<file path="config.mk">
export PLATFORM = sky130hd
export DESIGN_NAME = ifm_loader
export DESIGN_NICKNAME = d
export VERILOG_FILES = /design/src/hdl/bm_cfg_pkg.sv /design/src/hdl/bm_word_pkg.sv /design/src/hdl/ifm_loader.sv
export SDC_FILE = /design/constraint.sdc
export NUM_CORES = 1
export LEC_CHECK = 0
export BUFFER_PORTS_ARGS = -buffer_cell sky130_fd_sc_hd__buf_2
export CAP_MARGIN = 20
export CORE_ASPECT_RATIO = 1.5
export CORE_MARGIN = 3
export CORE_UTILIZATION = 39
export DETAILED_ROUTE_END_ITERATION = 6
export PLACE_DENSITY = 0.85
export SLEW_MARGIN = 0
export SYNTH_ARGS = -nofsm -noshare
export SYNTH_HDL_FRONTEND = slang
export SYNTH_SLANG_ARGS = --single-unit
</file>
<file path="constraint.sdc">
create_clock -name clk -period 1.3 [get_ports clk]
set_input_delay 0.195 -clock clk [delete_from_list [all_inputs] [get_ports clk]]
set_output_delay 0.195 -clock clk [all_outputs]
set_load 0.05 [all_outputs]
</file>
<file path="src/hdl/bm_cfg_pkg.sv">
package bm_cfg_pkg;

    // ------------------------------
    // data widths
    // ------------------------------
    localparam int IFM_DW    = 32;    // one pixel word from the stream
    localparam int FILTER_DW = 72;    // one 3x3 kernel of 8-bit taps

    // layer config
    localparam int W_CHANNEL = 10;    // q_channel width

    // ------------------------------
    // buffer depths
    // ------------------------------
    // sized for simulation and overridable from the top level
    localparam int FM_DEPTH_DEFAULT     = 1024;
    localparam int FILTER_DEPTH_DEFAULT = 64;    // 4 banks share one address

endpackage

</file>
<file path="src/hdl/bm_word_pkg.sv">
package bm_word_pkg;

    localparam int N_LANES     = 4;    // filter banks = byte lanes per word
    localparam int KERNEL_TAPS = 9;    // 3x3 kernel
    localparam int TAP_W       = 8;

    // ------------------------------
    // stream word, two views
    // ------------------------------
    // ifm load reads the whole word as a pixel, filter load splits it
    // into one tap per bank (lane j -> filter j)
    typedef union packed {
        logic [N_LANES*TAP_W-1:0]      pixel;
        logic [N_LANES-1:0][TAP_W-1:0] taps;
    } stream_word_u;

endpackage

</file>
<file path="src/hdl/ifm_loader.sv">
`timescale 1ns/1ps

module ifm_loader #(
    parameter int FM_DEPTH = bm_cfg_pkg::FM_DEPTH_DEFAULT
) (
    input  logic                            clk,
    input  logic                            rstn,

    input  logic                            load_ifm,
    input  logic                            read_data_vld,
    input  bm_word_pkg::stream_word_u       read_data,

    output logic                            ifm_we,
    output logic [$clog2(FM_DEPTH)-1:0]     ifm_waddr,
    output logic [bm_cfg_pkg::IFM_DW-1:0]   ifm_wdata
);

    logic load_ifm_d;
    logic load_start;    // rising edge of load_ifm
    logic accept;

    assign load_start = load_ifm & ~load_ifm_d;
    assign accept     = load_ifm & read_data_vld;

    // ------------------------------
    // control
    // ------------------------------
    always_ff @(posedge clk or negedge rstn) begin
        if (!rstn) begin
            load_ifm_d <= 1'b0;
            ifm_we     <= 1'b0;
            ifm_waddr  <= '0;
        end else begin
            load_ifm_d <= load_ifm;
            ifm_we     <= accept;    // write lands one edge after accept

            // a new load always begins at address 0
            if (load_start) begin
                ifm_waddr <= '0;
            end else if (ifm_we) begin
                ifm_waddr <= ifm_waddr + 1'b1;
            end
        end
    end

    // ------------------------------
    // data
    // ------------------------------
    always_ff @(posedge clk) begin
        if (accept) begin
            ifm_wdata <= read_data.pixel;
        end
    end

endmodule

</file>
After elaboration in Yosys (flattened, before gate mapping) --
Cells that the tools add are included.
Operators by class: add/subtract/negate cells 1, muxes and demuxes 2, bitwise operators 3, reductions and logical operators 1
Operator list (number):
- $mux W10 | 2
- $add A10 B1 Y10 const B | 1
- $and A1 B1 Y1 | 2
- $reduce_bool A2 Y1 | 1
- $not A1 Y1 | 1
Storage, ports and cells: bits in registers 44, bits of input ports 36, output and inout port bits 43, word-level logic and storage cells 11

Longest topological paths before layout --
Gate-level depths: netlist of run 1.
depth after elaboration 3, gate-level depth with buffers 4, mapped depth without buffers 4

Worst setup path before layout of run 1 --
Ideal clock, no wire load.
path type reg-to-reg, start register ifm_waddr[0], end register ifm_waddr[8], arrival 1.650 ns, data required time 1.222 ns, slack -0.428 ns, cell stages (with the launch flop) 5, period minus slack after synthesis 1.728 ns, cell sequence dfrtp_1 ha_1 nand2_1 or4_1 a21oi_1
On the way: cells in the longest elaborated chain, start to end 3
RTL lines:
- start, declared | line ifm_loader.sv:14 | output logic [$clog2(FM_DEPTH)-1:0] ifm_waddr,
- start signal, assigned | line ifm_loader.sv:41 | ifm_waddr <= ifm_waddr + 1'b1;
- $add A10 B1 Y10 | line ifm_loader.sv:41
- $mux W10 | line ifm_loader.sv:40 | end else if (ifm_we) begin
- $mux W10 | line ifm_loader.sv:38 | if (load_start) begin
Every way passes these cells. The select of a mux whose other input is x is not followed. A chain may end at the register's enable or synchronous reset.

Final worst setup path of run 1 --
start register ifm_waddr[0], end register ifm_waddr[6]
The elaborated chain is that of the path after synthesis.

==> results of run 1 <==
state kept, by name (all words and copies together) (netlist names):
name / count
ifm_waddr: 10
ifm_wdata: 32
ifm_we: 1
load_ifm_d: 1
area by class of cell:
| type | instances | area share [%] |
|---|---|---|
| Clock inverter | 3 | 0.6329 |
| Inverter | 1 | 0.1726 |
| Timing Repair Buffer | 88 | 22.09 |
| Clock buffer | 5 | 3.165 |
| Tap cell | 43 | 2.474 |
| Multi-Input combinational cell | 36 | 12.89 |
| Sequential cell | 44 | 58.57 |
cells in the final DEF (no fill, tap or decap), types with 2 or more instances in the layout:
cell / netlist / final
edfxtp_1: 32 / 32
nor2_1: 5 / 5
buf_4: 1 / 8
o31ai_1: 4 / 4
buf_2: 0 / 78
nand4_1: 3 / 3
dfrtp_2: 0 / 10
dfrtp_1: 12 / 2
or4_1: 4 / 3
xor2_1: 3 / 3
a21oi_2: 0 / 2
clkbuf_8: 0 / 5
clkinv_2: 0 / 2
a21oi_1: 5 / 3
timing repair:
item                                   4_1_cts  5_1_grt
setup endpoints to repair                    1        4
pin swaps                                    0        2
buffers inserted                             0        4
resized for setup                            0        4
endpoints found under the hold margin       12        0
hold buffers                                 1        0
cell families after synthesis:
group,after synthesis,synth area share (%)
muxes,1,0.6601
and+or+nand+nor,20,8.087
xor gates and xnor gates,4,2.311
DFF,44,83.17
AOI/OAI and AO/OA,10,3.960
adders and majority gates,1,0.8250
buffers and inverters,3,0.9898
power groups by stage:
stage	Sequential [mW]	Clock, mW	Combinational, mW
2_1_floorplan	2.01	0	0.0692
3_3_place_gp	1.69	0	0.553
3_5_place_dp	1.70	0	0.565
4_1_cts	1.67	0.817	0.568
5_1_grt	1.67	0.872	0.609
6_report	1.66	0.776	0.576
how the worst max path moves through the flow:
stage / start / endpoint / slack, ns / cells past startpoint
after global routing: ifm_waddr[0] / ifm_waddr[6] / -0.06 / 4
after floorplan: ifm_waddr[0] / ifm_waddr[6] / -0.15 / 4
after CTS: ifm_waddr[1] / ifm_waddr[6] / -0.01 / 4
after detailed placement: ifm_waddr[2] / ifm_waddr[9] / 0.006 / 3
after global placement: ifm_waddr[1] / ifm_waddr[6] / 0.03 / 4
final: ifm_waddr[0] / ifm_waddr[6] / -0.007 / 4
worst max-delay path: stages (launching register included):
cell and delay (ns):
dfrtp_2 0.43, ha_4 0.16, nand2_4 0.06, or4_1 0.46
a21oi_1 0.13
metrics by stage:
step	worst slack, ns	power [mW]	utilization (%)	cell area (sq um)	hold WS, ns
after floorplan	-0.1526	2.077	-	1559	-0.1006
after global placement	0.02669	2.242	54.85	2038	0.08579
after detailed placement	0.006023	2.262	54.85	2038	0.08404
after CTS	-0.01284	3.052	57.34	2131	0.02222
after global routing	-0.06131	3.155	58.52	2175	0.04180
final	-0.007377	3.015	58.52	2175	0.03385
metal layers:
layer,wire length (um),global-route usage [%]
met1,1012,12.90
met2,1725,23.68
met3,396,7.309
met4,12,4.176
met5,0,0
==> metrics.md, run 1 <==
| Metric | Value |
|---|---|
| Die area | `4688 sq um` |
| Static Leakage | `0.9425 nW` |
| Power density over the cells | `1387 nW/um^2` |
| Hold_sp | `load_ifm` |
| Post-Syn Instances | `83` |
| Reg-to-Reg Start | `ifm_waddr[0]` |
| H-Tree Depth | `2` |
| Pin count of the biggest net entering global routing | `33` |
| Final Hold Fails | `0` |
| Reg-to-reg slack, setup | `-0.007 ns` |
| R2R cell count | `4` |
| Crit end category | `flop` |
| Final cell count without fillers | `220` |
| Ys async rst share | `27.27%` |
| Status | `finished, violations left` |
| First-pass GRT wire length | `4629 um` |
| Starting Density | `40.81%` |
| Max Slew Vio Count | `0` |
| Sequential Area | `1274 sq um` |
| Net switching power | `0.8820 mW` |
| Critical path type | `reg -> reg` |
| RSZ-0062 raised after global routing | `yes` |
| TritonCTS clock tree | `done` |
| Num rows | `27` |
| Type of origin of the critical path | `flop` |
| Top cell type's share of synthesized area | `63.37%` |
| Crit-path max FO | `5` |
| Insertion delay to the later sink of the worst-skew pair | `0.28 ns` |
| Area leader, netlist | `edfxtp_1` |
| CP Data Required Time | `1.51 ns` |
| Slew margin rel. | `80.24%` |
| Cells after DPL | `207` |
| Routed WL | `3146 um` |
| Clock sink count | `44` |
| DRC errors left | `0` |
| Final Setup Violations | `1` |
| Multi-input gate area in the final layout | `280.3 sq um` |
| Violated checks | `setup timing` |
| Syn Nets | `120` |
| DR vias/cell | `4.732` |
| GPL Wtd Cong | `0.7806` |
| Initial antenna violation count | `0` |
| Post-synth design cell area | `1516 sq um` |
| Post-synth EDFFs | `32` |
| Logic pwr share | `19.1%` |
| Post-synth cell types | `21` |
| Most frequent cells after synthesis | `32 x edfxtp_1, 12 x dfrtp_1, 5 x a21oi_1, 5 x nor2_1` |
| CTS max path bufs | `2` |
| Routed wire length per instance | `14.30 um` |
| TritonCTS buffer count | `5` |
| Core area | `3716 sq um` |
| GR Overflow Total | `0` |
| Die height | `82.37 um` |
| Area Overhead vs Synth | `43.40%` |
| Worst Hold End | `load_ifm_d` |
| Worst Max-Slew Pin Slew | `0.2939 ns` |
| Yosys warning total | `0` |
| Worst IR drop on VDD | `930.3 uV` |
| Minimum clock period | `1.307 ns` |
| Final clock skew | `0.003700 ns` |
| I/O pin cnt | `79` |
| Total Routing Usage GR | `13.23%` |
| Die width | `56.92 um` |
| Flop pwr share | `55.2%` |
| Reg-to-reg endpoint | `ifm_waddr[6]` |
| Most frequent cell after synthesis | `edfxtp_1` |
| Depth of the worst hold-timing path | `1` |
| Ys flop type | `edfxtp_1` |
| Port Buffer Count | `78` |
| Routed Antenna Nets | `0` |
| HPWL Detailed | `2400 um` |
| FMAX | `764.9 MHz` |
| #FFs+latches synth | `44` |
| Violation count after the first detailed-route iteration | `29` |
| Via count | `1041` |
| Synth top area cells | `edfxtp_1 63%, dfrtp_1 20%, o31ai_1 2.0%` |
| Nets | `213` |
| Initial DRT Pass Iterations | `4` |
| HP Class | `in -> reg` |
| Vias in the first global route | `1020` |
| Filler Cell Count | `334` |
| Switching power share of the total | `29.25%` |
| # diodes | `0` |
| Clock slew at reported path FFs | `0.08 ns` |
| Layout cells sized above 1 | `64.41%` |
| Period utilisation layout | `100.6%` |
| Clock root buffer | `clkbuf_8` |
| Seq/Total Area, Yosys | `83.17%` |
| CP arrival | `1.52 ns` |
| Avg Cell Area, Syn | `18.27 sq um` |
| Clock power share | `25.7%` |
| Internal Power | `2.133 mW` |
| MaxCap Viol Count | `0` |
| Setup TNS | `-0.007377 ns` |
| Post-route setup slack | `-0.007377 ns` |
Power figures use the tool's default switching activity.
==> run 2: changes to the inputs <==
Settings changed: CELL_PAD_IN_SITES_DETAIL_PLACEMENT from default to 1, CELL_PAD_IN_SITES_GLOBAL_PLACEMENT from default to 2, CORE_UTILIZATION 39 to 26, PLACE_DENSITY 0.85 to 0.87.
==> run 2 against run 1 <==
Net effect:
- the run now ends clean
- clock skew fell by 0.0018 ns
- global-route usage fell by 2.3 points
- register-to-register slack barely moved
- worst setup slack improved by 0.0075 ns
- final area rose by 2.1%
- combinational power rose by 9.2%
- first-iteration DRC count fell by 14%
- cell count rose by 11%
- sequential share of layout area fell by 1.2 points
- die area rose by 45%
- critical path type unchanged
- largest cell class unchanged
==> metrics.md, run 2 (synthesis gave the netlist of run 1 again) <==
| Metric | Value |
|---|---|
| R2R cell count | `4 (unchanged)` |
| CP Cell Sequence | `ha_4 > nand2_4 > or4_4 > a21oi_2 (was ha_4 > nand2_4 > or4_1 > a21oi_1)` |
| Die area | `6804 sq um (was 4688 sq um)` |
| Type of origin of the critical path | `flop (unchanged)` |
| H-Tree Depth | `2 (unchanged)` |
| Clock sink count | `44 (unchanged)` |
| Pin count of the biggest net entering global routing | `34 (was 33)` |
| Clock root buffer | `clkbuf_8 (unchanged)` |
| Final Total Pwr | `3.078 mW (was 3.015 mW)` |
| Die width | `68.36 um (was 56.92 um)` |
| Initial DRT Pass Iterations | `3 (was 4)` |
| GPL Wtd Cong | `0.6629 (was 0.7806)` |
| Max reg flops | `32 (unchanged)` |
| CTS max path bufs | `2 (unchanged)` |
| GR Overflow Total | `0 (unchanged)` |
| Final cell count without fillers | `245 (was 220)` |
| Slew margin rel. | `81.40% (was 80.24%)` |
| I/O pin cnt | `79 (unchanged)` |
| Commonest non-fill, non-tap cell in the layout | `buf_2 (unchanged)` |
| Static Leakage | `0.9255 nW (was 0.9425 nW)` |
| First-pass GRT wire length | `5485 um (was 4629 um)` |
| Minimum clock period | `1.300 ns (was 1.307 ns)` |
| Placed inst area | `2057 sq um (was 2038 sq um)` |
| TritonCTS clock tree | `done (unchanged)` |
| Clock slew at reported path FFs | `0.08 ns (about the same)` |
| Via count | `1077 (was 1041)` |
| Initial antenna violation count | `0 (unchanged)` |
| CP arrival | `1.51 ns (was 1.52 ns)` |
| Power density over the cells | `1387 nW/um^2 (about the same)` |
| Critical path launch point | `ifm_waddr[0] (unchanged)` |
| CP Data Required Time | `1.51 ns (about the same)` |
| Die height | `99.54 um (was 82.37 um)` |
| HP Class | `in -> reg (unchanged)` |
| Reg with most FFs | `ifm_wdata (unchanged)` |
| Period utilisation layout | `99.99% (was 100.6%)` |
| Max Slew Vio Count | `0 (unchanged)` |
| Crit end category | `flop (unchanged)` |
| Worst Max-Slew Pin Slew | `0.2789 ns (was 0.2939 ns)` |
| Crit-path max FO | `5 (unchanged)` |
| Slowest CP cell | `or4_4 (was or4_1)` |
| Num rows | `33 (was 27)` |
| Layout cells sized above 1 | `62.86% (was 64.41%)` |
| Worst IR drop on VDD | `596.7 uV (was 930.3 uV)` |
| Vias in the first global route | `1189 (was 1020)` |
| Final clock skew | `0.001902 ns (was 0.003700 ns)` |
| FMAX | `769.3 MHz (was 764.9 MHz)` |
| Reg-to-reg slack, setup | `0.0001 ns (was -0.007 ns)` |
| Utilization after layout | `39.82% (was 58.52%)` |
| Design Area, Final | `2220 sq um (was 2175 sq um)` |
| Routed Antenna Nets | `0 (unchanged)` |
| Violation count after the first detailed-route iteration | `25 (was 29)` |
| DR vias/cell | `4.396 (was 4.732)` |
| Final Setup Violations | `0 (was 1)` |
| Critical path type | `reg -> reg (unchanged)` |
| Insertion delay to the later sink of the worst-skew pair | `0.28 ns (about the same)` |
| HPWL Detailed | `2773 um (was 2400 um)` |
| Crit-path max cell delay | `0.48 ns (was 0.46 ns)` |
| Filler Cell Count | `630 (was 334)` |
| Cells after DPL | `232 (was 207)` |
| Total Routing Usage GR | `10.95% (was 13.23%)` |
| Depth of the worst hold-timing path | `1 (unchanged)` |
| Routed wire length per instance | `14.44 um (was 14.30 um)` |
| MaxCap Viol Count | `0 (unchanged)` |
| Routed WL | `3537 um (was 3146 um)` |
| Nets | `211 (was 213)` |
| Post-route setup slack | `0.0001221 ns (was -0.007377 ns)` |
| Pre-CTS WS | `-0.03954 ns (was 0.006023 ns)` |
| Hold_sp | `load_ifm (unchanged)` |
| # diodes | `0 (unchanged)` |
| TritonCTS buffer count | `5 (unchanged)` |
| Final Hold Fails | `0 (unchanged)` |
| Area Overhead vs Synth | `46.37% (was 43.40%)` |
| Core area | `5574 sq um (was 3716 sq um)` |
| Port Buffer Count | `78 (unchanged)` |
| Reg-to-Reg Start | `ifm_waddr[0] (unchanged)` |
| Starting Density | `27.21% (was 40.81%)` |
| Biggest regs | `ifm_wdata x32, ifm_waddr x10 (unchanged)` |
| RSZ-0062 raised after global routing | `yes (unchanged)` |
| Status | `finished clean (was finished, violations left)` |
| Most frequent cells in the layout | `75 x buf_2, 32 x edfxtp_1, 10 x dfrtp_2, 6 x buf_4 (was 78 x buf_2, 32 x edfxtp_1, 10 x dfrtp_2, 8 x buf_4)` |
| DRC errors left | `0 (unchanged)` |
run 2: power by group:
group	internal [mW]	switching, mW	leakage [nW]
registers	1.61	0.0500	0.447
logic	0.195	0.435	0.440
clock network	0.372	0.416	0.0388
total	2.18	0.900	0.926
run 2: final cells by class:
type                       count  area, sq um  share of cell area, %
clock buffer                   6        72.57                  3.269
timing repair buffer          85        481.7                  21.70
sequential                    44         1274                  57.38
multi-input combinational     37        289.0                  13.02
clock inverter                 2        11.26                 0.5073
tap                           70        87.58                  3.946
inverter                       1        3.754                 0.1691
run 2: worst max-delay path: cells and delay by family (launching register included):
kind	cells	cell delay [ns]
adders and majority gates	1	0.16
and+or+nand+nor	2	0.54
AOI/OAI and AO/OA	1	0.13
DFF	1	0.41
run 2: stage by stage:
| stage | TNS, ns | hold WS, ns |
|---|---|---|
| 2_1_floorplan | -0.5245 | -0.1006 |
| 3_3_place_gp | 0 | 0.08883 |
| 3_5_place_dp | -0.03954 | 0.09591 |
| 4_1_cts | -0.02557 | 0.02109 |
| 5_1_grt | -0.1771 | 0.01537 |
| 6_report | 0 | 0.03462 |
run 2: per-layer routing:
metal / global-route usage, % / vias to the layer above / routed length, um
li1: - / 498 / -
met1: 10.80 / 520 / 1177
met2: 19.69 / 53 / 1989
met3: 5.085 / 6 / 334
met4: 3.216 / 0 / 36
met5: 0 / - / 0
run 2: what timing repair did:
action	in CTS	in global routing
endpoints found under the setup margin	2	8
gates cloned	0	1
endpoints found under the hold margin	12	0
hold buffers	1	0
resized for setup	1	8
buffers inserted	3	0
run 2: worst paths after layout:
kind | to
hold reg to reg | ifm_waddr[9]
max in group asynchronous | ifm_waddr[1]
min in group asynchronous | load_ifm_d
setup / recovery | ifm_waddr[6]
setup reg to reg | ifm_waddr[6]
hold / removal | load_ifm_d
